[config.mk]
export PLATFORM = sky130hd
export DESIGN_NAME = cache_ram
export DESIGN_NICKNAME = d
export VERILOG_FILES = /design/src/logic/dcache_pkg.sv /design/src/logic/cache_ram.sv
export SDC_FILE = /design/constraint.sdc
export NUM_CORES = 1
export LEC_CHECK = 0
export ABC_CLOCK_PERIOD_IN_PS = 2040
export BUFFER_PORTS_ARGS = -buffer_cell sky130_fd_sc_hd__buf_2
export CORE_ASPECT_RATIO = 1.2
export CORE_MARGIN = 5
export CORE_UTILIZATION = 36
export DETAILED_ROUTE_END_ITERATION = 16
export HOLD_SLACK_MARGIN = 0.15
export PLACE_DENSITY = 0.64
export SLEW_MARGIN = 20
export SYNTH_ARGS = -nofsm -noshare
export SYNTH_HDL_FRONTEND = slang
export SYNTH_SLANG_ARGS = --single-unit
[constraint.sdc]
create_clock -name clk -period 2.04 [get_ports clk]
set_input_delay 0.408 -clock clk [delete_from_list [all_inputs] [get_ports clk]]
set_output_delay 0.408 -clock clk [all_outputs]
set_load 0.02 [all_outputs]
[src/logic/dcache_pkg.sv]
package dcache_pkg;

    // address split
    localparam int ADDR_WIDTH     = 32;
    localparam int WORD_WIDTH     = 32;
    localparam int LINE_WIDTH     = 128;
    localparam int STRB_WIDTH     = 4;
    localparam int NWAY           = 2;
    localparam int NSET           = 16;
    localparam int OFFSET_WIDTH   = 4;
    localparam int INDEX_WIDTH    = 4;
    localparam int TAG_WIDTH      = ADDR_WIDTH - INDEX_WIDTH - OFFSET_WIDTH;
    localparam int WORD_SEL_WIDTH = 2;

    // write-back buffer
    localparam int WB_DEPTH     = 2;
    localparam int WB_PTR_WIDTH = $clog2(WB_DEPTH);

    // victim lfsr
    localparam int          LFSR_WIDTH = 16;
    localparam logic [15:0] LFSR_SEED  = 16'hace1;

    typedef logic [ADDR_WIDTH-1:0]     addr_t;
    typedef logic [WORD_WIDTH-1:0]     word_t;
    typedef logic [STRB_WIDTH-1:0]     strb_t;
    typedef logic [LINE_WIDTH-1:0]     line_t;
    typedef logic [TAG_WIDTH-1:0]      tag_t;
    typedef logic [INDEX_WIDTH-1:0]    index_t;
    typedef logic [WORD_SEL_WIDTH-1:0] word_sel_t;
    typedef logic [NWAY-1:0]           way_sel_t;

    // 26-bit tag ram entry
    typedef struct packed {
        logic dirty;
        logic valid;
        tag_t tag;
    } tag_entry_t;

    typedef enum logic [1:0] {
        IDLE,
        LOOK_UP,
        MISS_REQ,
        MISS_WAIT
    } cache_state_t;

endpackage

[src/logic/cache_ram.sv]
`timescale 1ns/1ps

module cache_ram #(
    parameter type data_t = logic,
    parameter int  DEPTH  = 16
) (
    input  logic               clk,
    input  logic               en_i,
    input  logic               we_i,
    input  dcache_pkg::index_t addr_i,
    input  data_t              wdata_i,
    output data_t              rdata_o
);

    data_t mem [DEPTH];

    // read-first: a write returns the old entry
    always_ff @(posedge clk) begin
        if (en_i) begin
            rdata_o <= mem[addr_i];
            if (we_i) begin
                mem[addr_i] <= wdata_i;
            end
        end
    end

endmodule

Word level (Yosys, flattened, before mapping)
Memories as Yosys holds them, arrays and structs flattened. A register that Yosys moved wholly into a read port is not among the register bits.
Index checks and enable logic that the tools add are counted.
{ "totals": {"regBits": 0, "mem_bits_rw": 16, "input_bits": 8, "out_inout_bits": 1, "elab_cells": 4, "mem_count": 1} }
{ "mem_list": {"columns": ["memory", "words", "width", "read_ports", "rd_clocked_by_memory_dff", "wr", "line", "rtl"], "rows": [
  ["mem", 16, 1, 1, 1, 1, "cache_ram.sv:15", "data_t mem [DEPTH];"]
]} }
{ "op_classes": {"n_mux": 3} }
{ "ops": {"columns": ["operator", "n"], "rows": [
  ["$mux W1", 3]
]} }

Longest topological paths before layout
{ "logic_depth": {"word_depth": 3, "mapped_depth": 4, "mapped_depth_nobuf": 3} }

Least setup slack after synthesis
Ideal clock, no wire load.
{ "synth_timing": {"kind": "in2reg", "startpoint": "input port addr_i[1]", "endpoint": "memory mem[0] in the netlist's numbering, enable pin", "setup_time_ns": 0.312, "t_arrival_ns": 1.201, "required_ns": 1.728, "slack_ns": 0.527, "path_stages": 3, "n_path_buf": 1, "path_cell_list": "clkbuf_2 -> or3_2 -> nor3_1"} }
{ "synth_rtl": {"columns": ["element", "line", "rtl"], "rows": [
  ["start: declaration", "cache_ram.sv:10", "input dcache_pkg::index_t addr_i,"],
  ["end: declaration", "cache_ram.sv:15", null]
]} }
No word-level cell before the write port.

==> metrics.yaml <==
run_status:
  status: "complete, no violations"
logic_synthesis:
  yosys.area.top_type: "edfxtp_1"
  synth_commonest_cells: "edfxtp_1, nor2_1, mux4_1, nand2b_1, nor3_1"
  synth_top_area_frac: 0.648
  syn_avg_cell_area_um2: 14.3
  synth-async-reset-ratio: 0
  synth_edf_count: 17
  synth_area_leaders: "edfxtp_1, mux4_1, nor2_1, nand2b_1, nor3_1"
  seq_area_frac_synth: 0.648
  synth_fp_nets: 63
  synth_flop_cell: "edfxtp_1"
  synth.distinct_cells: 14
  yosysMostFrequentCell: "edfxtp_1"
  netlist_area_um2: 788
  synth_cells: 55
  yosysWarnings: 0
  synth_seq_cells: 17
worst_setup_path:
  crit_path_end_kind: "flop"
  reg2reg_to: "rdata_o$_DFFE_PP_"
  cp-startpoint: "addr_i[0]"
  cp-start-kind: "input pin"
  r2r-start: "mem[5]$_DFFE_PP_"
  worst-path-max-fanout: 8
  crit_end: "rdata_o$_DFFE_PP_"
  arrival_ns: 1.34
  reg2regPathDepth: 3
  reg2reg_slack_ns: 0.74
  critPathKind: "input pin to flop"
  required_ns: 2.07
routing:
  ant_nets: 0
  wl_per_cell_um: 14.0
  viasPerCell: 5.18
  via_count: 482
  top_layer: "met4"
  met3WireLength_um: 72
  wl_um: 1300
  met1_length_um: 557
  wl_met2_um: 652
  drtPass1Iterations: 4
  drc_errors: 0
  drtIter0Drc: 14
die:
  start_util: 0.380
  placementRows: 18
  dieArea_um2: 3230
  core_um2: 2070
  pin_count: 9
  die_w_um: 52.7
  die_y_um: 61.3
clock_tree:
  cts_max_path_buffers: 2
  clkLatencyLatePin_ns: 0.28
  cts-hold-fix-buffers: 0
  cts_sinks: 17
  post_cts_resized: 0
  cts_buffers: 3
  htree_levels: 1
  root_buffer: "clkbuf_4"
  clk_pin_slew_ns: 0.09
  cts_tree: "built"
  postCtsSetupBuffers: 0
sta:
  finalHoldViolCount: 0
  finalCritPeriodShare: 0.644
  tns_ns: 0
  fmax_mhz: 761
  setup_ws_ns: 0.725
  finalCriticalPeriod_ns: 1.31
  worst_slew_pin_slew_ns: 0.250
  fin_skew_ns: 0.00685
  rsz0062_at_grt: "no"
  timing.slew.headroom: 0.834
  setup_viol: 0
  drv_slew: 0
global_route:
  grt_max_degree: 17
  grt_pass1_vias: 476
  antenna_found_initial: 0
  grt_usage: 0.0978
  overflow: 0
  grt_pass1_wl_um: 2150
place:
  hpwl_um: 929
  gp_congestion: 0.731
  placed_area_um2: 841
  pre_cts_ws_ns: 0.418
  port_buffers: 8
final_layout:
  drive_gt1_frac: 0.190
  syn2layout_area_growth_pct: 10.0
  fin_area_um2: 867
  nNetsFinal: 72
  num_antenna_cells: 0
hold_path:
  hp-class: "input pin to flop"
power_and_ir_drop:
  leakage_nw: 0.285
  irDropWorstVdd_uv: 394
  powerDensity_nw_per_um2: 705
job:
  drv_cap: 0
-- where the power goes --
part / total (mW) / internal (mW) / switching [mW] / leakage, nW
logic: 0.0485 / 0.0189 / 0.0296 / 0.116
clock network: 0.172 / 0.0758 / 0.0962 / 0.0150
registers: 0.391 / 0.390 / 0.00106 / 0.154
total: 0.611 / 0.485 / 0.127 / 0.285
-- layout by cell type (no fill, tap or decap) --
cell,instances
nand2b_1,4
buf_2,8
clkbuf_1,1
nand4b_1,2
or3_2,1
nand3_1,1
nand2_1,3
clkbuf_4,3
edfxtp_1,17
nand4_1,2
nor3_1,4
nor2_1,13
mux4_1,4
-- critical path, cell delays in order --
cell and delay, ns:
buf_2 0.18, mux4_1 0.56, nand2b_1 0.09, nand4_1 0.10
-- layer usage --
| metal | vias up | GRT usage |
|---|---|---|
| met3 | 4 | 0.0339 |
| li1 | 227 | - |
| met1 | 240 | 0.108 |
| met5 | - | 0 |
| met4 | 0 | 0.0547 |
| met2 | 11 | 0.165 |
-- metrics by stage --
| step | std cells | power (mW) | hold slack (ns) | utilization |
|---|---|---|---|---|
| 3_3_place_gp | 89 | 0.446 | 0.679 | 0.406 |
| 6_report | 93 | 0.611 | 0.400 | 0.418 |
| 5_1_grt | 93 | 0.643 | 0.387 | 0.418 |
| 3_5_place_dp | 89 | 0.448 | 0.683 | 0.406 |
| 2_1_floorplan | 55 | 0.432 | 0.507 | - |
| 4_1_cts | 93 | 0.621 | 0.384 | 0.418 |
-- worst min-delay path by stage --
stage | from | end | slack, ns | cells past startpoint
2_1_floorplan | wdata_i | mem[0]$_DFFE_PP_ | 0.51 | 0
3_3_place_gp | en_i | rdata_o$_DFFE_PP_ | 0.68 | 1
3_5_place_dp | en_i | rdata_o$_DFFE_PP_ | 0.68 | 1
4_1_cts | en_i | rdata_o$_DFFE_PP_ | 0.38 | 1
5_1_grt | en_i | rdata_o$_DFFE_PP_ | 0.39 | 1
6_report | en_i | rdata_o$_DFFE_PP_ | 0.40 | 1
-- registers in the layout (all words and copies together) (netlist names) --
name / count
mem: 16
rdata_o: 1
-- area by class of cell --
cell class / count / area (um^2)
Multi-Input combinational cell: 34 / 253
Sequential cell: 17 / 510
Timing Repair Buffer: 8 / 40.0
Fill cell: 209 / 1200
Tap cell: 30 / 37.5
Clock buffer: 4 / 26.3
-- cells by family (layout without fill, tap and decap cells) --
group	Yosys count	in the layout	synth area share
flops	17	17	0.648
buf+inv	4	12	0.0317
mux	4	4	0.133
simple gates	30	30	0.187
Power figures use the tool's default switching activity.
