==> src/logic/dcache_pkg.sv <==
package dcache_pkg;

    // address split
    localparam int ADDR_WIDTH     = 32;
    localparam int WORD_WIDTH     = 32;
    localparam int LINE_WIDTH     = 128;
    localparam int STRB_WIDTH     = 4;
    localparam int NWAY           = 2;
    localparam int NSET           = 16;
    localparam int OFFSET_WIDTH   = 4;
    localparam int INDEX_WIDTH    = 4;
    localparam int TAG_WIDTH      = ADDR_WIDTH - INDEX_WIDTH - OFFSET_WIDTH;
    localparam int WORD_SEL_WIDTH = 2;

    // write-back buffer
    localparam int WB_DEPTH     = 2;
    localparam int WB_PTR_WIDTH = $clog2(WB_DEPTH);

    // victim lfsr
    localparam int          LFSR_WIDTH = 16;
    localparam logic [15:0] LFSR_SEED  = 16'hace1;

    typedef logic [ADDR_WIDTH-1:0]     addr_t;
    typedef logic [WORD_WIDTH-1:0]     word_t;
    typedef logic [STRB_WIDTH-1:0]     strb_t;
    typedef logic [LINE_WIDTH-1:0]     line_t;
    typedef logic [TAG_WIDTH-1:0]      tag_t;
    typedef logic [INDEX_WIDTH-1:0]    index_t;
    typedef logic [WORD_SEL_WIDTH-1:0] word_sel_t;
    typedef logic [NWAY-1:0]           way_sel_t;

    // 26-bit tag ram entry
    typedef struct packed {
        logic dirty;
        logic valid;
        tag_t tag;
    } tag_entry_t;

    typedef enum logic [1:0] {
        IDLE,
        LOOK_UP,
        MISS_REQ,
        MISS_WAIT
    } cache_state_t;

endpackage

==> src/logic/store_merge.sv <==
`timescale 1ns/1ps

module store_merge (
    input  dcache_pkg::line_t     line_i,
    input  dcache_pkg::word_sel_t word_sel_i,
    input  dcache_pkg::strb_t     wstrb_i,
    input  dcache_pkg::word_t     wdata_i,
    output dcache_pkg::line_t     line_o
);

    always_comb begin
        line_o = line_i;
        for (int b = 0; b < dcache_pkg::STRB_WIDTH; b++) begin
            if (wstrb_i[b]) begin
                line_o[word_sel_i * dcache_pkg::WORD_WIDTH + b * 8 +: 8] = wdata_i[b * 8 +: 8];
            end
        end
    end

endmodule

==> config.mk <==
export PLATFORM = sky130hd
export DESIGN_NAME = store_merge
export DESIGN_NICKNAME = d
export VERILOG_FILES = /design/src/logic/dcache_pkg.sv /design/src/logic/store_merge.sv
export SDC_FILE = /design/constraint.sdc
export NUM_CORES = 1
export LEC_CHECK = 0
export BUFFER_PORTS_ARGS = -buffer_cell sky130_fd_sc_hd__buf_4
export CAP_MARGIN = 0
export CORE_AREA = 2 2 113 115
export DETAILED_ROUTE_END_ITERATION = 10
export DIE_AREA = 0 0 115 117
export PLACE_DENSITY_LB_ADDON = 0.25
export SYNTH_ARGS = -nofsm -noshare
export SYNTH_HDL_FRONTEND = slang
export SYNTH_SLANG_ARGS = --single-unit
==> constraint.sdc <==
create_clock -name vclk -period 3.9
set_clock_uncertainty 0.05 [all_clocks]
set_input_delay 0.39 -clock vclk [all_inputs]
set_output_delay 0.39 -clock vclk [all_outputs]
set_load 0.02 [all_outputs]
# Yosys cells after proc, flatten, opt, wreduce, memory -nomap -nowiden
# Cells that the tools add are included.
[totals]
ff_bits = 0
input_bits = 166
output_inout_bits = 128
elab_cells = 23
[classes]
addsub = 7
shifts = 8
mux = 8
[ops]
columns = ["op", "count"]
rows = [
  ["$bwmux W128", 4],
  ["$mux W128", 4],
  ["$shift A8 B34 Y128 const A", 4],
  ["$shiftx A8 B34 Y128", 4],
  ["$neg A8 Y34", 3],
  ["$neg A7 Y34", 1],
  ["$add A7 B5 Y8 const B", 2],
  ["$add A7 B4 Y8 const B", 1],
]

# Longest topological paths before layout
[depth]
ltp_word = 10
mapped_depth = 8
mapped_depth_nobuf = 5

# Least setup slack after synthesis
# Ideal clock, no wire load.
[synth_path]
path_kind = "input to output"
from = "input word_sel_i[1]"
to = "output line_o[71]"
arrival_ns = 2.113
t_required_ns = 3.460
setup_slack_ns = 1.347
stages = 6
n_path_buf = 2
path_cell_list = "buf_6 > inv_1 > ha_1 > buf_2 > or4b_2 > o21ai_0"
[synth_between]
elab_chain_cells = 10
elab_cells_between_ends = 23
cone_classes = "7 x add/sub; 8 x shift; 8 x mux"
[synth_lines]
columns = ["item", "line_no", "text"]
rows = [
  ["from (decl)", "store_merge.sv:5", "input dcache_pkg::word_sel_t word_sel_i,"],
  ["parallel branches: the longest is 9 deep, another holds $neg A8 Y34", "n/a", ""],
  ["$mux W128 (*)", "store_merge.sv:14", "if (wstrb_i[b]) begin"],
  ["to (decl)", "store_merge.sv:8", "output dcache_pkg::line_t line_o"],
]
# Mark *: on every way between the ends.

# Final worst setup path
[layout_path]
from = "input word_sel_i[0]"
to = "output line_o[20]"
# The elaborated chain is that of the path after synthesis.

==> flow_metrics.tcl <==
set metrics [dict create \
    number_of_antenna_repair_diodes 0 \
    placement.io_buffers 294 \
    grtUsageTotal 0.155 \
    netlist-cell-type-count 25 \
    stdcell_area_mm2 0.00406 \
    placeableCoreArea_mm2 0.0123 \
    antenna_found_initial 0 \
    slew_viol_final 0 \
    crit_path_max_fanout 12 \
    busiest_layer "met2" \
    pwrdens_mw_per_mm2 143 \
    timing.hold.worst_path_depth 4 \
    met3_usage 0.0139 \
    floorplan.io_pins 294 \
    worst_hold_slack_ns 1.04 \
    syn-num-nets 393 \
    finalNonFillerCells 653 \
    synthTopCellsByArea "sky130_fd_sc_hd__a22o_1 (58%), sky130_fd_sc_hd__nand2_1 (8.7%), sky130_fd_sc_hd__nor4b_4 (6.9%)" \
    worst_setup_path_end_kind "primary output" \
    fin_setup_tns_ns 0 \
    warnings_from_yosys 0 \
    timing.critical_path.max_delay_family "simple AND/OR/NAND/NOR gates" \
    post_synthesis_instance_area_mm2 0.00173 \
    worst_ir_drop_vdd_uv 48.0 \
    netlist_instances 221 \
    holdCritPathClass "in2out" \
    placed_cell_area_mm2 0.00406 \
    run_status "completed" \
    die_area_mm2 0.0135 \
    syn-mean-instance-area_um2 7.84 \
    via_count 3154 \
    timing.max_slew.rel_slack 0.632 \
    finalHoldViolCount 0 \
    hold_start "line_i[0]" \
    final-seq-area_um2 0 \
    grt.met2_usage 0.305 \
    leakagePower_nw 2.06 \
    unrepaired_setup_endpoints_after_global_routing "no" \
    grt.overflow.total 0 \
    post_cts_hold_buffer_count 0 \
    drv_cap 0 \
    kind_of_critical_path "in2out" \
    clockBufferCount 0 \
    ant_nets 0 \
    crit_slowest_cell "sky130_fd_sc_hd__nor4b_4" \
    worst-path-stages 7 \
    crit_path_cell_chain "buf_4, inv_2, ha_1, nand2b_1, nor4b_4, a22o_1, buf_4" \
    hpwlAfterDp_um 10600 \
    synthMostInstantiatedCell "sky130_fd_sc_hd__a22o_1" \
    n_fill_cell 1310 \
    first_global_vias 2898 \
    critPathMostFrequentCell "sky130_fd_sc_hd__buf_4" \
    cp.required_ns 3.46 \
    first_pass_grt_wire_length_um 16500 \
    synth.cells.most_frequent "sky130_fd_sc_hd__a22o_1 (114), sky130_fd_sc_hd__nand2_1 (40), sky130_fd_sc_hd__o21ai_0 (13)" \
    post-route-drc-count 0 \
    yosys.area.top_type "sky130_fd_sc_hd__a22o_1" \
    sequential_cell_total 0 \
    globalplace.congestion 0.860 \
    total_length_of_routed_wires_um 12200 \
    design.final.nets 677 \
    worst_path_buf_inv 3 \
    max_stage_delay_ns 0.52 \
    chipHeight_um 117 \
    layout_cell_share_with_drive_strength_beyond_1 0.612 \
    yosysTopAreaCellShare 0.577 \
    cts.repair.resized 0 \
    min_period_over_period 0.730 \
    grt_start_max_net_pins 16 \
    crit_path_start_kind "primary input" \
    die_w_um 115 \
    max_clock_freq_mhz 351 \
    final_core_util 0.329 \
    drt_pass_1_iters 4 \
    seq_area_frac_synth 0 \
    placementRows 41 \
    arrival_ns 2.41 \
    number_of_placed_instances_taps_included 653 \
    use_met1 0.191 \
    timing_worst_slew_pin_value_ns 0.550 \
    area_delta_synth_final_pct 134 \
    holdPathEnd "line_o[0]" \
    cts_setup_buffers 0 \
    fin_crit_ns 2.85 \
    initial_core_util 0.141 \
    routed_wire_length_per_instance_um 18.7 \
    setup_violations 0 \
    post_drt_via_cell_ratio 4.83 \
    dr.first_iter.drc_count 118 \
]
power breakdown:
group / internal (W) / total, W / switching, W
Clock: 0 / 0 / 0
Combinational: 0.000294 / 0.000578 / 0.000284
Sequential: 0 / 0 / 0
cell families (layout without fill, tap and decap cells):
family	Yosys count	in the layout	share of synthesized area
and+or+nand+nor	73	73	0.293
adders and majority gates	6	6	0.0434
buffers and inverters	14	296	0.0455
AOI/OAI and AO/OA	128	128	0.618
routing by layer:
layer,routed length (µm),vias to the layer above
met3,768,4
met2,6510,172
met5,0,-
li1,-,1498
met4,74,0
met1,4880,1480
stage by stage:
step,setup WS (ns),total power [W]
floorplan,1.35,0.000263
global placement,1.18,0.000580
detailed placement,1.04,0.000581
CTS,1.04,0.000582
global route,0.862,0.000612
finish,1.05,0.000578
placed cells by master, fill, tap and decap left out, types with 2 or more instances in the layout:
master / instances
sky130_fd_sc_hd__nor4_4: 2
sky130_fd_sc_hd__ha_1: 6
sky130_fd_sc_hd__nand3_1: 7
sky130_fd_sc_hd__and4_1: 3
sky130_fd_sc_hd__nor4b_4: 5
sky130_fd_sc_hd__nor2_4: 3
sky130_fd_sc_hd__nand2b_1: 3
sky130_fd_sc_hd__nor2_1: 2
sky130_fd_sc_hd__o21ai_0: 13
sky130_fd_sc_hd__a22o_1: 114
sky130_fd_sc_hd__buf_4: 294
sky130_fd_sc_hd__nand2_1: 40
how the worst max path moves through the flow:
stage          slack (ns)          to     startpoint
6_report             1.05  line_o[20]  word_sel_i[0]
5_1_grt              0.86  line_o[14]  word_sel_i[0]
4_1_cts              1.04  line_o[20]  word_sel_i[0]
3_5_place_dp         1.04  line_o[14]  word_sel_i[0]
3_3_place_gp         1.18  line_o[20]  word_sel_i[0]
2_1_floorplan        1.35  line_o[71]  word_sel_i[1]
layout make-up:
cell class | count | area, µm² | share of cell area
repair buffers | 294 | 2210 | 0.544
multi-input cells | 207 | 1650 | 0.408
well taps | 150 | 188 | 0.0463
inverters | 2 | 7.51 | 0.00185
Power figures use the tool's default switching activity.
