$ cat config.mk
export PLATFORM = sky130hd
export DESIGN_NAME = lfsr
export DESIGN_NICKNAME = d
export VERILOG_FILES = /design/src/logic/dcache_pkg.sv /design/src/logic/lfsr.sv
export SDC_FILE = /design/constraint.sdc
export NUM_CORES = 1
export LEC_CHECK = 0
export CAP_MARGIN = 0
export CORE_MARGIN = 2
export CORE_UTILIZATION = 30
export DETAILED_ROUTE_END_ITERATION = 7
export DONT_BUFFER_PORTS = 1
export GPL_ROUTABILITY_DRIVEN = 0
export SETUP_SLACK_MARGIN = 0.05
export SYNTH_ARGS = -nofsm -noshare
export SYNTH_HDL_FRONTEND = slang
export SYNTH_SLANG_ARGS = --single-unit
$ cat constraint.sdc
create_clock -name clk -period 1.57 [get_ports clk]
set_input_delay 0.0785 -clock clk [delete_from_list [all_inputs] [get_ports clk]]
set_output_delay 0.0785 -clock clk [all_outputs]
set_load 0.005 [all_outputs]
$ cat src/logic/dcache_pkg.sv
package dcache_pkg;

    // address split
    localparam int ADDR_WIDTH     = 32;
    localparam int WORD_WIDTH     = 32;
    localparam int LINE_WIDTH     = 128;
    localparam int STRB_WIDTH     = 4;
    localparam int NWAY           = 2;
    localparam int NSET           = 16;
    localparam int OFFSET_WIDTH   = 4;
    localparam int INDEX_WIDTH    = 4;
    localparam int TAG_WIDTH      = ADDR_WIDTH - INDEX_WIDTH - OFFSET_WIDTH;
    localparam int WORD_SEL_WIDTH = 2;

    // write-back buffer
    localparam int WB_DEPTH     = 2;
    localparam int WB_PTR_WIDTH = $clog2(WB_DEPTH);

    // victim lfsr
    localparam int          LFSR_WIDTH = 16;
    localparam logic [15:0] LFSR_SEED  = 16'hace1;

    typedef logic [ADDR_WIDTH-1:0]     addr_t;
    typedef logic [WORD_WIDTH-1:0]     word_t;
    typedef logic [STRB_WIDTH-1:0]     strb_t;
    typedef logic [LINE_WIDTH-1:0]     line_t;
    typedef logic [TAG_WIDTH-1:0]      tag_t;
    typedef logic [INDEX_WIDTH-1:0]    index_t;
    typedef logic [WORD_SEL_WIDTH-1:0] word_sel_t;
    typedef logic [NWAY-1:0]           way_sel_t;

    // 26-bit tag ram entry
    typedef struct packed {
        logic dirty;
        logic valid;
        tag_t tag;
    } tag_entry_t;

    typedef enum logic [1:0] {
        IDLE,
        LOOK_UP,
        MISS_REQ,
        MISS_WAIT
    } cache_state_t;

endpackage

$ cat src/logic/lfsr.sv
`timescale 1ns/1ps

module lfsr (
    input  logic                             clk,
    input  logic                             rst,
    output logic [dcache_pkg::LFSR_WIDTH-1:0] value_o
);

    logic feedback;

    // taps 16,14,13,11 give a maximal-length sequence
    assign feedback = value_o[15] ^ value_o[13] ^ value_o[12] ^ value_o[10];

    always_ff @(posedge clk) begin
        if (rst) begin
            value_o <= dcache_pkg::LFSR_SEED;
        end else begin
            value_o <= {value_o[14:0], feedback};
        end
    end

endmodule

======== Word-level counts from Yosys, hierarchy flattened ========
Index checks and enable logic that the tools add are counted.
cells by class
  bitwise gates (word level) .............. 3
operator list
  cell       number
  1-bit XOR  3
word-level totals
  input port bits ......................... 2
  output and inout port bits .............. 16
  bits in registers ....................... 16
  logic and storage cells ................. 4

======== Logic depth before layout (Yosys ltp) ========
Gate-level depths: netlist (run 1).
  depth in word-level cells ............... 3
  depth in mapped cells ................... 3
  depth with buffers taken out ............ 3

======== Worst setup path before layout (run 1) ========
OpenSTA, ideal clock, no wires.
  kind .................................... register -> register
  start point ............................. register value_o[12] (netlist bit)
  end point ............................... register value_o[0] (netlist bit)
  setup time .............................. 117 ps
  period minus slack after synthesis ...... 817 ps
  path buffers ............................ 0
  slack ................................... 753 ps
  stages on the path, launching flop included .. 4
  data arrival time ....................... 700 ps
  data required time ...................... 1453 ps
  cell sequence ........................... dfxtp_1 xor2_1 xnor2_1 nand2b_1
between the ends
  longest elaborated chain between the ends .. 2
RTL lines
  what                     line        source
  from (decl)              lfsr.sv:6   output logic [dcache_pkg::LFSR_WIDTH-1:0] value_o
  from (signal assigned)   lfsr.sv:16  value_o <= dcache_pkg::LFSR_SEED;
  from (signal assigned)   lfsr.sv:18  value_o <= {value_o[14:0], feedback};
  1-bit XOR (2 in series)  lfsr.sv:12  assign feedback = value_o[15] ^ value_o[13] ^ value_o[12] ^ value_o[10];
Every way passes these cells.
A chain may end at the register's enable or synchronous reset.

======== Final worst setup path (run 1) ========
  start point ............................. input port rst
  end point ............................... register value_o[13] (netlist bit)
RTL lines
  what         line       source
  from (decl)  lfsr.sv:5  input logic rst,
No word-level cell between the ends.

==> flow_metrics.env, run 1 <==
export IMPL_path_cells="dlygate4sd3_1, or2_1"
export IMPL_ys_warn_count=0
export IMPL_finalNonFillerCells=56
export IMPL_synth_top_area_share_pct=70.5
export IMPL_clock_sinks=16
export IMPL_dieWidth_um=42.9
export IMPL_insertion_delay_ns=0.28
export IMPL_largestRegisters="value_o (16)"
export IMPL_wl_met3_um=79
export IMPL_numCtsBuffers=3
export IMPL_worstMarginPinSlew_ns=0.448
export IMPL_slew_headroom_pct=70.0
export IMPL_power_density_mw_per_mm2=1480
export IMPL_met1_length_um=319
export IMPL_async_flop_share_pct=0
export IMPL_core_sq_mm=0.00145
export IMPL_dp_cells=51
export IMPL_portBuffers=0
export IMPL_finalSetupViolCount=0
export IMPL_finalCriticalPeriod_ns=0.906
export IMPL_hold_violations=0
export IMPL_cp_depth=2
export IMPL_whs_path_depth=1
export IMPL_clock_root_buffer="clkbuf_4"
export IMPL_route_met2_wl_um=246
export IMPL_firstDrtPassIters=2
export IMPL_syn_nets=38
export IMPL_rsz0062_at_grt="no"
export IMPL_regMostFlops="value_o"
export IMPL_ys_ff_latch=16
export IMPL_antenna_found_initial=0
export IMPL_required_ns=1.75
export IMPL_period_share_pct=57.7
export IMPL_synth_cells=36
export IMPL_dr_total_vias=233
export IMPL_nFillCells=152
export IMPL_post_cts_setup_buffer_count=0
export IMPL_start_util_pct=31.2
export IMPL_synth_edff_count=0
export IMPL_maxCapViolCount=0
export IMPL_worst_r2r_cell_count=3
export IMPL_first_global_vias=245
export IMPL_synth_top_area_cell="dfxtp_1"
export IMPL_yosysUniqueCellTypes=7
export IMPL_synth_area_top_cells="dfxtp_1 (71%), nor2b_1 (11%), or2_1 (9.6%), xor2_1 (3.9%), xnor2_1 (1.9%)"
export IMPL_synth_common_cells="dfxtp_1 (16), nor2b_1 (8), or2_1 (7)"
export IMPL_seq_area_sq_um=320
export IMPL_wl_per_cell_um=11.5
export IMPL_dpl_hpwl_um=405
export IMPL_critical_path_top_delay_family="buffers and inverters"
export IMPL_multi_input_area_sq_um=126
export IMPL_worst_slack_ns=0.664
export IMPL_drt_iter0_markers=3
export IMPL_io_pins=18
export IMPL_grt_overflow_total=0
export IMPL_clock_skew_ns=0.00575
export IMPL_timing_final_max_slew_violations=0
export IMPL_syn_cell_area_sq_um=454
export IMPL_leakage_nw=0.202
export IMPL_dr_max_layer_used="met3"
export IMPL_outcome="complete, no violations"
export IMPL_clk_path_buf_depth=2
export IMPL_critPathMaxFanout=16
export IMPL_antennaDiodeCount=0
export IMPL_crit_slowest_cell="dlygate4sd3_1"
export IMPL_hp_class="register to register"
export IMPL_wirelength_um=645
export IMPL_largest_reg_flops=16
export IMPL_setup_tns_ns=0
export IMPL_crit_type="input pin to register"
export IMPL_synth_most_common_cell="dfxtp_1"
export IMPL_postRouteAntennaNets=0
export IMPL_critPathMaxStageDelay_ns=0.71
export IMPL_grt_start_max_net_pins=17
export IMPL_path_buf_inv=1
export IMPL_cp_start_kind="input pin"
export IMPL_worstPathArrival_ns=1.08
export IMPL_grt_pass1_wl_um=1120
export IMPL_cts_htree_levels=1
export IMPL_drive_gt1_share_pct=10.0
export IMPL_holdWs_ns=0.466
export IMPL_drcViolationCount=0
export IMPL_vias_per_cell=4.16
export IMPL_max_freq_ghz=1.10
export IMPL_place_ws_ns=0.692
export IMPL_peakVddDrop_uv=547
export IMPL_avgSynthCellArea_sq_um=12.6
export IMPL_path_clk_slew_ns=0.09
export IMPL_ys_seq_area_share_pct=70.5
export IMPL_synthFlopType="dfxtp_1"
export IMPL_nets=43
export IMPL_crit_path_end_kind="register"
export IMPL_die_h_um=42.9
export IMPL_cts_tree="yes"
export IMPL_track_usage_pct=9.12
export IMPL_cts_resized=0
export IMPL_dieArea_sq_mm=0.00184
export IMPL_rows=14
export IMPL_synthToLayoutAreaGrowth_pct=12.9
## cell type report
type | count | share of cell area [%]
Clock buffer | 4 | 7.07
Multi-Input combinational cell | 19 | 24.6
Sequential cell | 16 | 62.4
Tap cell | 16 | 3.90
Timing Repair Buffer | 1 | 1.95
## cells in the final DEF (no fill, tap or decap), drive strengths merged
master       count
xnor2            1
dfxtp           16
dlygate4sd3      1
xor2             2
clkbuf           4
or2              7
nand2b           1
nor2b            8
## power by group
part | leakage [nW] | switching (W) | internal, W
clock | 0.0210 | 0.000123 | 0.000141
combinational | 0.0472 | 0.0000154 | 0.0000214
sequential | 0.133 | 0.0000219 | 0.000435
total | 0.202 | 0.000160 | 0.000598
## worst paths after layout
kind | start | end | slack (ns)
max | rst | value_o[13] | 0.66
min | value_o[6] | value_o[7] | 0.47
max reg2reg | value_o[10] | value_o[0] | 0.68
min reg2reg | value_o[6] | value_o[7] | 0.47
## stage by stage
| step | total power, W | util (%) | cell area [sq um] |
|---|---|---|---|
| detailed placement | 0.000498 | 32.1 | 467 |
| finish | 0.000758 | 35.3 | 513 |
| global placement | 0.000499 | 32.1 | 467 |
| global route | 0.000804 | 35.3 | 513 |
| CTS | 0.000771 | 35.3 | 513 |
| floorplan | 0.000492 | - | 454 |
## cell families (layout without fill, tap and decap cells)
group	after synthesis	count (layout)	synth area share, %
xor gates and xnor gates	3	3	5.79
buffers and inverters	1	5	1.65
DFF	16	16	70.5
and+or+nand+nor	16	16	22.0
## per-layer routing
layer	vias to the layer above	GRT usage, %
met5	-	0
met3	0	8.51
met1	102	11.2
met2	15	9.70
li1	116	-
met4	0	5.63
## repair_timing
| action | in CTS | in global routing |
|---|---|---|
| hold endpoints to repair | 16 | 0 |
| setup endpoints to repair | 0 | 0 |
| hold buffers | 1 | 0 |
(Power assumes the default switching activity.)
==> run 2: changes to the inputs <==
clock period = 0.9 ns   (was 1.57 ns; I/O delays follow)
==> run 2 against run 1 <==
Compared with the run above:
- the run now ends with negative hold slack left
- final cell count grew 5.4%
- non-clock buffer count grew 3
- clock-buffer cell count is the same
- clock power grew 74%
- sequential share of layout area shrank 2.9 points
- via count grew 7.3%
- first-iteration DRC count shrank 67%
- register-to-register slack lost 0.62 ns
- wire length grew 3.4%
- total power grew 76%
==> flow_metrics.env, run 2 (synthesized netlist as in run 1, its figures left out) <==
export IMPL_dpl_hpwl_um=458
export IMPL_post_cts_setup_buffer_count=0
export IMPL_antenna_found_initial=0
export IMPL_critPathMaxFanout=2
export IMPL_clock_sinks=16
export IMPL_drt_iter0_markers=1
export IMPL_r2r_setup_slack_ns=0.06
export IMPL_final_common_cell="dfxtp_1"
export IMPL_firstDrtPassIters=2
export IMPL_min_to="value_o[9]"
export IMPL_wirelength_um=667
export IMPL_outcome="finished with violations"
export IMPL_violations="negative hold slack"
export IMPL_regMostFlops="value_o"
export IMPL_use_met1_pct=9.63
export IMPL_clock_root_buffer="clkbuf_4"
export IMPL_largestRegisters="value_o (16)"
export IMPL_whs_path_depth=1
export IMPL_power_density_mw_per_mm2=2450
export IMPL_wl_per_cell_um=11.3
export IMPL_grt_pass1_wl_um=1060
export IMPL_worstPathArrival_ns=1.02
export IMPL_insertion_delay_ns=0.28
export IMPL_path_clk_slew_ns=0.09
export IMPL_worst_r2r_cell_count=3
export IMPL_io_pins=18
export IMPL_die_h_um=42.9
export IMPL_nets=46
export IMPL_crit_type="register to register"
export IMPL_vias_per_cell=4.24
export IMPL_postRouteAntennaNets=0
export IMPL_peakVddDrop_uv=1040
export IMPL_numCtsBuffers=3
export IMPL_synthToLayoutAreaGrowth_pct=19.8
export IMPL_max_freq_ghz=1.19
export IMPL_busiest_layer="met2"
export IMPL_final_cell_mix="dfxtp_1 (13), nor2b_1 (8), or2_1 (7), buf_4 (4)"
export IMPL_critPathMaxStageDelay_ns=0.38
export IMPL_hold_start="rst"
export IMPL_grt_use_met2_pct=10.6
export IMPL_dieArea_sq_mm=0.00184
export IMPL_path_cells="xor2_2, xnor2_1, nand2b_1"
export IMPL_hold_violations=16
export IMPL_dr_total_vias=250
export IMPL_leakage_nw=0.217
export IMPL_power_w=0.00133
export IMPL_track_usage_pct=8.41
export IMPL_grt_start_max_net_pins=17
export IMPL_period_share_pct=93.8
export IMPL_worstMarginPinSlew_ns=0.159
export IMPL_timing_rr_start="value_o[12]"
export IMPL_grtUsageMet3_pct=8.94
export IMPL_cts_htree_levels=1
export IMPL_first_global_vias=263
export IMPL_largest_reg_flops=16
export IMPL_crit_path_end_kind="register"
export IMPL_holdWs_ns=-0.177
export IMPL_start_util_pct=31.2
export IMPL_drcViolationCount=0
export IMPL_antennaDiodeCount=0
export IMPL_required_ns=1.07
export IMPL_portBuffers=0
export IMPL_setup_tns_ns=0
export IMPL_slew_headroom_pct=89.3
export IMPL_rows=14
export IMPL_crit_slowest_cell="dfxtp_1"
export IMPL_finalSetupViolCount=0
export IMPL_rsz0062_at_grt="yes"
export IMPL_finalCriticalPeriod_ns=0.844
export IMPL_clk_path_buf_depth=2
export IMPL_nFillCells=143
export IMPL_r2r_end="value_o[0]"
export IMPL_maxCapViolCount=0
export IMPL_dieWidth_um=42.9
export IMPL_cts_tree="yes"
export IMPL_drive_gt1_share_pct=27.9
export IMPL_core_sq_mm=0.00145
export IMPL_hp_class="input pin to register"
export IMPL_clock_skew_ns=0.00231
export IMPL_timing_final_max_slew_violations=0
export IMPL_cp_start_kind="register"
export IMPL_grt_overflow_total=0
## run 2: cell types whose count changed in the layout (fill, tap and decap cells not counted), sizes merged
cell	before	now
buf	0	4
dlygate4sd3	1	0
## run 2: area by class of cell
class,count,area (sq um),share of cell area [%]
Tap cell,16,20.0,3.68
Clock buffer,4,36.3,6.67
Sequential cell,16,324,59.5
Multi-Input combinational cell,19,134,24.6
Timing Repair Buffer,4,30.0,5.52
## run 2: repair_timing
item | 4_1_cts | 5_1_grt
pin swaps | 2 | 2
endpoints found under the setup margin | 1 | 1
gates cloned | 0 | 0
endpoints found under the hold margin | 16 | 16
gates resized for setup | 2 | 2
## run 2: power breakdown
part | switching (W) | internal, W | leakage [nW]
Sequential | 0.0000364 | 0.000762 | 0.133
Combinational | 0.0000259 | 0.0000508 | 0.0635
Clock | 0.000213 | 0.000246 | 0.0210
Total | 0.000276 | 0.00106 | 0.217
## run 2: critical path, delay by kind of cell, from the launching register on
kind | cells | cell delay [ns]
AND/OR/NAND/NOR | 1 | 0.07
XOR/XNOR | 2 | 0.28
flip-flops | 1 | 0.38
## run 2: per-layer routing
layer  wire, um  vias to the layer above
met2        280                       18
met5          0                        -
met4          0                        0
li1           -                      123
met1        296                      109
met3         90                        0
## run 2: metrics by stage
stage               cell area, sq um  hold slack, ns  utilization, %  std cells  setup WS (ns)
floorplan                        454           0.117               -         36         0.0829
global placement                 497           0.119            34.2         55         0.0437
detailed placement               497           0.120            34.2         55         0.0445
CTS                              536          -0.189            36.8         59         0.0433
global route                     544          -0.198            37.4         59        0.00810
finish                           544          -0.177            37.4         59         0.0562
## run 2: worst max path at each step
stage / slack (ns) / depth (start not counted) / startpoint / endpoint
3_3_place_gp: 0.04 / 3 / value_o[10] / value_o[0]
4_1_cts: 0.04 / 3 / value_o[10] / value_o[0]
5_1_grt: 0.008 / 3 / value_o[15] / value_o[0]
6_report: 0.06 / 3 / value_o[12] / value_o[0]
2_1_floorplan: 0.08 / 3 / value_o[12] / value_o[0]
3_5_place_dp: 0.04 / 3 / value_o[10] / value_o[0]
