===== src/logic/dcache_pkg.sv =====
package dcache_pkg;

    // address split
    localparam int ADDR_WIDTH     = 32;
    localparam int WORD_WIDTH     = 32;
    localparam int LINE_WIDTH     = 128;
    localparam int STRB_WIDTH     = 4;
    localparam int NWAY           = 2;
    localparam int NSET           = 16;
    localparam int OFFSET_WIDTH   = 4;
    localparam int INDEX_WIDTH    = 4;
    localparam int TAG_WIDTH      = ADDR_WIDTH - INDEX_WIDTH - OFFSET_WIDTH;
    localparam int WORD_SEL_WIDTH = 2;

    // write-back buffer
    localparam int WB_DEPTH     = 2;
    localparam int WB_PTR_WIDTH = $clog2(WB_DEPTH);

    // victim lfsr
    localparam int          LFSR_WIDTH = 16;
    localparam logic [15:0] LFSR_SEED  = 16'hace1;

    typedef logic [ADDR_WIDTH-1:0]     addr_t;
    typedef logic [WORD_WIDTH-1:0]     word_t;
    typedef logic [STRB_WIDTH-1:0]     strb_t;
    typedef logic [LINE_WIDTH-1:0]     line_t;
    typedef logic [TAG_WIDTH-1:0]      tag_t;
    typedef logic [INDEX_WIDTH-1:0]    index_t;
    typedef logic [WORD_SEL_WIDTH-1:0] word_sel_t;
    typedef logic [NWAY-1:0]           way_sel_t;

    // 26-bit tag ram entry
    typedef struct packed {
        logic dirty;
        logic valid;
        tag_t tag;
    } tag_entry_t;

    typedef enum logic [1:0] {
        IDLE,
        LOOK_UP,
        MISS_REQ,
        MISS_WAIT
    } cache_state_t;

endpackage


===== src/logic/dcache_ctrl.sv =====
`timescale 1ns/1ps

module dcache_ctrl (
    input  logic                                    clk,
    input  logic                                    rst,
    // cpu side
    input  logic                                    valid_i,
    input  dcache_pkg::addr_t                       addr_i,
    input  dcache_pkg::strb_t                       wstrb_i,
    input  dcache_pkg::word_t                       wdata_i,
    output logic                                    data_ok_o,
    output dcache_pkg::word_t                       rdata_o,
    // tag and data rams
    input  dcache_pkg::tag_entry_t [dcache_pkg::NWAY-1:0] tag_rdata_i,
    input  dcache_pkg::line_t [dcache_pkg::NWAY-1:0]      data_rdata_i,
    output logic                                    ram_en_o,
    output dcache_pkg::index_t                      ram_addr_o,
    output dcache_pkg::way_sel_t                    tag_we_o,
    output dcache_pkg::tag_entry_t                  tag_wdata_o,
    output dcache_pkg::way_sel_t                    data_we_o,
    output dcache_pkg::line_t                       data_wdata_o,
    // store merge
    output dcache_pkg::line_t                       merge_line_o,
    output dcache_pkg::word_sel_t                   merge_sel_o,
    output dcache_pkg::strb_t                       merge_strb_o,
    output dcache_pkg::word_t                       merge_wdata_o,
    input  dcache_pkg::line_t                       merge_line_i,
    input  logic                                    victim_bit_i,
    // write-back buffer
    output logic                                    wb_push_o,
    output dcache_pkg::addr_t                       wb_push_addr_o,
    output dcache_pkg::line_t                       wb_push_line_o,
    output dcache_pkg::addr_t                       wb_match_addr_o,
    input  logic                                    wb_match_i,
    input  logic                                    wb_empty_i,
    input  logic                                    wb_full_i,
    output logic                                    wb_pop_o,
    input  dcache_pkg::addr_t                       wb_head_addr_i,
    input  dcache_pkg::line_t                       wb_head_line_i,
    // memory port
    input  logic                                    mem_rdy_i,
    output logic                                    mem_req_o,
    output logic                                    mem_we_o,
    output dcache_pkg::addr_t                       mem_addr_o,
    output dcache_pkg::line_t                       mem_wdata_o,
    input  logic                                    mem_rvalid_i,
    input  dcache_pkg::line_t                       mem_rdata_i
);

    dcache_pkg::cache_state_t state, next_state;

    logic                   sweep_q;
    dcache_pkg::index_t     sweep_cnt;

    dcache_pkg::addr_t      req_addr;
    dcache_pkg::strb_t      req_strb;
    dcache_pkg::word_t      req_wdata;
    logic                   victim_q;

    dcache_pkg::tag_t       req_tag;
    dcache_pkg::index_t     req_index;
    dcache_pkg::word_sel_t  req_sel;
    logic                   is_store;

    dcache_pkg::way_sel_t   tag_hit;
    dcache_pkg::way_sel_t   victim_sel;
    dcache_pkg::tag_entry_t victim_entry;
    dcache_pkg::line_t      hit_line;
    logic                   hit;
    logic                   accept;
    logic                   lookup;
    logic                   refill;
    logic                   req_ok;
    logic                   drain;

    assign req_tag   = req_addr[dcache_pkg::ADDR_WIDTH-1 -: dcache_pkg::TAG_WIDTH];
    assign req_index = req_addr[dcache_pkg::OFFSET_WIDTH +: dcache_pkg::INDEX_WIDTH];
    assign req_sel   = req_addr[dcache_pkg::OFFSET_WIDTH-1 -: dcache_pkg::WORD_SEL_WIDTH];
    assign is_store  = |req_strb;

    always_comb begin
        for (int w = 0; w < dcache_pkg::NWAY; w++) begin
            tag_hit[w] = tag_rdata_i[w].valid && tag_rdata_i[w].tag == req_tag;
        end
    end

    assign hit      = |tag_hit;
    assign hit_line = tag_hit[1] ? data_rdata_i[1] : data_rdata_i[0];

    assign victim_sel   = dcache_pkg::way_sel_t'(1) << victim_q;
    assign victim_entry = tag_rdata_i[victim_q];

    assign accept = state == dcache_pkg::IDLE && valid_i && !sweep_q;
    assign lookup = state == dcache_pkg::LOOK_UP;
    assign refill = state == dcache_pkg::MISS_WAIT && mem_rvalid_i;
    assign req_ok = state == dcache_pkg::MISS_REQ && mem_rdy_i && !wb_full_i && !wb_match_i;

    // a full or matching buffer has to drain before the refill request
    assign drain = mem_rdy_i && !wb_empty_i &&
                   ((state == dcache_pkg::IDLE && !valid_i) || (lookup && hit) ||
                    (state == dcache_pkg::MISS_REQ && (wb_full_i || wb_match_i)));

    always_comb begin
        next_state = state;
        case (state)
            dcache_pkg::IDLE:      if (accept) next_state = dcache_pkg::LOOK_UP;
            dcache_pkg::LOOK_UP:   next_state = hit ? dcache_pkg::IDLE : dcache_pkg::MISS_REQ;
            dcache_pkg::MISS_REQ:  if (req_ok) next_state = dcache_pkg::MISS_WAIT;
            dcache_pkg::MISS_WAIT: if (mem_rvalid_i) next_state = dcache_pkg::IDLE;
            default:               next_state = dcache_pkg::IDLE;
        endcase
    end

    always_ff @(posedge clk) begin
        if (rst) begin
            state     <= dcache_pkg::IDLE;
            sweep_q   <= 1'b1;
            sweep_cnt <= '0;
        end else begin
            state <= next_state;
            if (sweep_q) begin
                sweep_cnt <= sweep_cnt + 1'b1;
                if (sweep_cnt == dcache_pkg::index_t'(dcache_pkg::NSET - 1)) begin
                    sweep_q <= 1'b0;
                end
            end
        end
    end

    always_ff @(posedge clk) begin
        if (accept) begin
            req_addr  <= addr_i;
            req_strb  <= wstrb_i;
            req_wdata <= wdata_i;
        end
        if (lookup) begin
            victim_q <= victim_bit_i;
        end
    end

    // ram access: sweep, lookup read, store hit, refill
    always_comb begin
        ram_en_o     = 1'b0;
        ram_addr_o   = req_index;
        tag_we_o     = '0;
        tag_wdata_o  = '0;
        data_we_o    = '0;
        data_wdata_o = merge_line_i;
        if (sweep_q) begin
            ram_en_o   = 1'b1;
            ram_addr_o = sweep_cnt;
            tag_we_o   = '1;
        end else if (accept) begin
            ram_en_o   = 1'b1;
            ram_addr_o = addr_i[dcache_pkg::OFFSET_WIDTH +: dcache_pkg::INDEX_WIDTH];
        end else if (lookup && hit && is_store) begin
            ram_en_o    = 1'b1;
            tag_we_o    = tag_hit;
            data_we_o   = tag_hit;
            tag_wdata_o = '{dirty: 1'b1, valid: 1'b1, tag: req_tag};
        end else if (refill) begin
            ram_en_o    = 1'b1;
            tag_we_o    = victim_sel;
            data_we_o   = victim_sel;
            tag_wdata_o = '{dirty: is_store, valid: 1'b1, tag: req_tag};
        end
    end

    assign merge_line_o  = (state == dcache_pkg::MISS_WAIT) ? mem_rdata_i : hit_line;
    assign merge_sel_o   = req_sel;
    assign merge_strb_o  = req_strb;
    assign merge_wdata_o = req_wdata;

    // ram outputs still hold the lookup read while waiting for the refill
    assign wb_push_o       = refill && victim_entry.valid && victim_entry.dirty;
    assign wb_push_addr_o  = {victim_entry.tag, req_index, {dcache_pkg::OFFSET_WIDTH{1'b0}}};
    assign wb_push_line_o  = data_rdata_i[victim_q];
    assign wb_match_addr_o = req_addr;
    assign wb_pop_o        = drain;

    assign mem_req_o   = drain || req_ok;
    assign mem_we_o    = drain;
    assign mem_addr_o  = drain ? wb_head_addr_i :
                         {req_tag, req_index, {dcache_pkg::OFFSET_WIDTH{1'b0}}};
    assign mem_wdata_o = wb_head_line_i;

    assign data_ok_o = (lookup && hit) || refill;
    assign rdata_o   = data_ok_o ?
                       merge_line_i[req_sel * dcache_pkg::WORD_WIDTH +: dcache_pkg::WORD_WIDTH] :
                       '0;

endmodule


===== config.mk =====
export PLATFORM = sky130hd
export DESIGN_NAME = dcache_ctrl
export DESIGN_NICKNAME = d
export VERILOG_FILES = /design/src/logic/dcache_pkg.sv /design/src/logic/dcache_ctrl.sv
export SDC_FILE = /design/constraint.sdc
export NUM_CORES = 1
export LEC_CHECK = 0
export ABC_AREA = 1
export BUFFER_PORTS_ARGS = -buffer_cell sky130_fd_sc_hd__buf_2
export CAP_MARGIN = 10
export CORE_AREA = 2 2 589 591
export CTS_CLUSTER_SIZE = 40
export DETAILED_ROUTE_END_ITERATION = 10
export DIE_AREA = 0 0 591 593
export HOLD_SLACK_MARGIN = 0.02
export PLACE_DENSITY_LB_ADDON = 0.08
export SYNTH_ARGS = -nofsm -noshare
export SYNTH_HDL_FRONTEND = slang
export SYNTH_SLANG_ARGS = --single-unit

===== constraint.sdc =====
create_clock -name clk -period 5.3 [get_ports clk]
set_input_delay 0.795 -clock clk [delete_from_list [all_inputs] [get_ports clk]]
set_output_delay 0.795 -clock clk [all_outputs]
set_load 0.1 [all_outputs]

=== Yosys cells after proc, flatten, opt, wreduce, memory -nomap -nowiden ===
Index checks and enable logic that the tools add are counted.

* Flip-flop bits (word level): 76
* Bits of input ports: 801
* Output and inout bits: 718

* $add $sub $neg: 1
* Magnitude comparators: 1
* Equal/unequal tests: 9
* Shifts and indexed selects: 2
* Multiplexer cells: 30
* Reduce and logical (&&, ||, !) cells: 30

{| class="wikitable"
|+ Operator list
! kind !! number
|-
| 2-to-1 mux 128 bit || 4
|-
| 2-to-1 mux 26 bit || 6
|-
| variable part select 128 x 8 -> 32 bit || 1
|-
| 2-to-1 mux 32 bit || 2
|-
| equality test 24 bit || 2
|-
| 2-to-1 mux 2 bit || 9
|-
| logical AND 1 bit || 16
|-
| 2-to-1 mux 4 bit || 2
|-
| one-hot mux 2 bit (4 select lines) || 1
|-
| 2-to-1 mux 1 bit || 6
|-
| != test 2 bit (second input constant) || 3
|-
| zero test 1 bit || 5
|-
| logical OR 1 bit || 5
|-
| adder 4 x 1 -> 4 bit (second input constant) || 1
|-
| equality test 2 bit (second input constant) || 2
|-
| equality test 4 bit (second input constant) || 1
|-
| OR reduction 4 bit || 1
|-
| AND reduction 3 bit || 1
|-
| equality test 2 x 1 -> 1 bit (second input constant) || 1
|-
| zero test 2 bit || 1
|-
| less-than comparator 1 x 2 -> 1 bit (second input constant) || 1
|-
| OR reduction 2 bit || 1
|-
| << shifter 1 x 1 -> 2 bit (first input constant) || 1
|}

=== Depth between registers and ports, before layout ===
* Depth after elaboration: 8
* Gate-level depth with buffers: 14

=== Worst setup path before layout ===
No wires, ideal clock.

* Path type: input-to-output
* Start: input port valid_i
* End: output port ram_addr_o[1]
* Data arrival time: 4945 ps
* Required time: 4505 ps
* Path slack: -440 ps
* Stages: 4
* Path buffers: 0
* Path through: nand2_1 -> nor2_1 -> nand2_1 -> o211ai_1

* Cells in the longest elaborated chain, start to end: 4

{| class="wikitable"
|+ RTL lines
! element !! line !! text
|-
| from (decl) || dcache_ctrl.sv:7 || <nowiki>input logic valid_i,</nowiki>
|-
| logical AND 1 bit (2 in series) || dcache_ctrl.sv:93 || <nowiki>assign accept = state == dcache_pkg::IDLE && valid_i && !sweep_q;</nowiki>
|-
| via accept || dcache_ctrl.sv:70 || <nowiki>logic accept;</nowiki>
|-
| 2-to-1 mux 4 bit || dcache_ctrl.sv:153 || <nowiki>end else if (accept) begin</nowiki>
|-
| 2-to-1 mux 4 bit || dcache_ctrl.sv:149 || <nowiki>if (sweep_q) begin</nowiki>
|-
| to (decl) || dcache_ctrl.sv:17 || <nowiki>output dcache_pkg::index_t ram_addr_o,</nowiki>
|}

The timed path passes the listed nets, and every way through them passes these cells.

=== Worst setup path after layout ===
* Start: register req_addr[30], in the netlist wb_match_addr_o[30]
* End: output port rdata_o[5]

* Cells in the longest elaborated chain, start to end: 6

{| class="wikitable"
|+ RTL lines
! element !! line !! text
|-
| from (decl) || dcache_ctrl.sv:55 || <nowiki>dcache_pkg::addr_t req_addr;</nowiki>
|-
| from (signal assigned) || dcache_ctrl.sv:132 || <nowiki>req_addr <= addr_i;</nowiki>
|-
| equality test 24 bit || dcache_ctrl.sv:83 || <nowiki>tag_hit[w] = tag_rdata_i[w].valid && tag_rdata_i[w].tag == req_tag;</nowiki>
|-
| logical AND 1 bit || dcache_ctrl.sv:83 ||
|-
| OR reduction 2 bit (*) || dcache_ctrl.sv:87 || <nowiki>assign hit = |tag_hit;</nowiki>
|-
| logical AND 1 bit (*) || dcache_ctrl.sv:187 || <nowiki>assign data_ok_o = (lookup && hit) || refill;</nowiki>
|-
| logical OR 1 bit (*) || dcache_ctrl.sv:187 ||
|-
| 2-to-1 mux 32 bit (*) || dcache_ctrl.sv:188 || <nowiki>assign rdata_o = data_ok_o ?</nowiki>
|-
| to (decl) || dcache_ctrl.sv:12 || <nowiki>output dcache_pkg::word_t rdata_o,</nowiki>
|}

Every way passes the cells marked *; elsewhere a longest branch is shown, timed or not.

==> results by group <==
Route
  – Final WL: 240 mm
  – Vias: 19,700
  – Final antenna-violating net count: 0
  – DRT iter0 DRCs: 1,295
  – Routed wire per std cell: 30.7 µm
  – Post-route DRC: 0
  – Vias per cell: roughly 2.5
  – Detailed Routing Iterations Pass 1: 5

Critical path
  – Setup crit end kind: primary output
  – Crit start category: flip-flop
  – Crit path kind: reg -> out
  – Reg2Reg Setup Slack: around 3200 ps
  – Largest fanout on the critical path: 24
  – Worst setup path startpoint: wb_match_addr_o[30]$_DFFE_PP_
  – CP arrival: ~4300 ps
  – Critical Path RT: between 4000 and 5000 ps

Place
  – GP Congestion: ~0.80
  – HPWL Detailed: roughly 220 mm
  – IO Port Bufs: roughly 1,300
  – Placed inst area: 23,400 µm²

Global routing
  – Global Route Usage Sum: 0.130
  – Largest net degree at the start of global routing: 103
  – Initial antenna violation count: 160
  – GRT overflow: 0
  – Number of global-route vias before repair: 19,900
  – First-pass GRT wire length: approximately 280 mm

STA
  – Post-route clock period utilization: 0.961
  – Final hold violation count: 0
  – Worst slew pin tran: 1140 ps
  – Fin. max-slew vios: 0
  – Setup tns final: 0 ps
  – RSZ-0062 raised after global routing: false
  – Fmax: 196 MHz
  – Min cycle time layout: 5090 ps
  – Final setup viols: 0
  – Max_slew headroom: 0.237
  – Skew final: slightly above 10 ps
  – Final hold slack: 453 ps

Power
  – Peak supply drop: roughly 0.14 mV
  – Leak: 11.1 nW
  – PD cells: 156 nW/µm²

Yosys
  – Synthesized area: between 10,000 and 15,000 µm²
  – Syn_area_per_cell: 5.56 µm²
  – Cell taking the most area after synthesis: nand2_1
  – Synth warnings: 0
  – Area share of the largest cell type after synthesis: 0.281
  – Async SR Flop Fraction: 0
  – Synth top cells by count: nand2_1, nor2_1, buf_4, a31oi_1, o21ai_0
  – Unique masters post-synth: 38
  – Largest cells by area after synthesis: nand2_1, edfxtp_1, buf_4
  – Flops & latches, synth: 76
  – Register area share after synthesis: 0.180
  – Top-count cell post-synth: nand2_1
  – Number of synthesized flops with an enable pin: 69
  – Synth Flop Type: edfxtp_1
  – Mapped Cells: 2,217

Clock tree
  – Max clock buf depth: 2
  – Clock-pin slew on the worst setup and hold paths: 90 ps
  – H-tree levels: 3
  – CTS tree: done
  – CTS sink cnt: 76
  – Clk root buf: clkbuf_16
  – Worst skew pair latency: 420 ps
  – TritonCTS buffer count: 9

Die
  – # IOs: between 1,500 and 2,000
  – Die footprint: 350,000 µm²
  – Die Ht: 593 µm
  – Core box area: between 300,000 and 400,000 µm²
  – Initial Util: 0.0357
  – # rows: 216
  – Die width: 591 µm

Worst hold path
  – Min-Delay Path Class: reg -> reg
  – HP Start: sweep_cnt[3]$_SDFFE_PP0P_

Finish
  – Area Overhead vs Synth: 94.0%
  – Share of layout cells above drive strength 1: 0.446
  – Fin area: 23,900 µm²
  – Fin nets: roughly 4,000
  – Final Util: 0.0693

Flow run
  – # Max-Cap Violations: 0

Status
  – Status: finished clean
-- registers in the layout, summed over array words and instances (netlist names), named ones only --
register / cells
wb_match_addr_o: 32
sweep_q: 1
sweep_cnt: 4
state: 1
merge_wdata_o: 32
merge_strb_o: 4
victim_q: 1
-- repair_timing --
item / in CTS / in global routing
setup buffers: 1 / 0
hold buffers: 0 / 0
resized for setup: 2 / 0
setup endpoints to repair: 5 / 0
-- placed cells by master (no fill, tap or decap), types with 6 or more instances in the layout --
cell	instances
nand2_2	6
o21ai_0	84
buf_4	111
a22oi_1	33
dfxtp_1	7
nand4_1	12
diode_2	63
clkbuf_16	9
inv_2	21
nand2_1	922
buf_12	64
inv_1	75
edfxtp_1	69
nand3_2	22
a31oi_1	126
nor2_1	364
o21ai_1	8
a21oi_1	6
buf_2	1167
nand3_1	24
nor3_1	8
-- per-layer routing --
metal / routed length [µm] / GRT usage / vias up
met1: 85100 / 0.135 / 9322
met4: 4890 / 0.0245 / 62
met2: 115000 / 0.224 / 1319
met5: 423 / 0 / -
li1: - / - / 8782
met3: 34700 / 0.0817 / 255
-- area by class of cell --
cell class | instances | area (µm²)
Clock inverter | 7 | 97.6
Tap cell | 4578 | 5730
Inverter | 97 | 372
Fill cell | 41200 | 321000
Multi-Input combinational cell | 1650 | 7140
Timing Repair Buffer | 1342 | 7960
Sequential cell | 76 | 2210
Clock buffer | 9 | 225
Antenna cell | 63 | 158
-- final timing paths --
| check | to | cells past startpoint |
|---|---|---|
| max | rdata_o[5] | 9 |
| max reg2reg | state[0]$_SDFFE_PP0P_ | 6 |
| min reg2reg | sweep_cnt[3]$_SDFFE_PP0P_ | 1 |
| min | sweep_cnt[3]$_SDFFE_PP0P_ | 1 |
-- cell families after synthesis --
group | share of synthesized area
AO/OA/AOI/OAI | 0.129
adder cells (fa/ha/maj) | 0.00102
AND/OR/NAND/NOR | 0.441
XOR/XNOR | 0.00427
other | 0.000304
buffers and inverters | 0.245
flip-flops | 0.180
-- power breakdown --
group / internal [mW] / leakage (nW) / switching (mW)
clock: 0.417 / 0.154 / 0.378
sequential: 0.654 / 0.677 / 0.00132
combinational: 0.435 / 10.3 / 1.83
-- metrics by stage --
stage	cells	worst slack (ps)	total power, mW
final	7822	206	3.72
after global routing	7779	21.5	3.89
after CTS	7759	29.9	3.84
after detailed placement	7742	242	2.99
after global placement	7742	81.0	3.00
after floorplan	2220	754	2.57
-- worst max-delay path: stages, from the launching register on --
cell and delay [ps]:
edfxtp_1 550, xnor2_1 580, nand3b_1 130, nor2_1 200, nand3_1 140, nand2_2 150, nand2_4 180, buf_4 340
a22oi_1 910, buf_2 630
(Power assumes the default switching activity.)
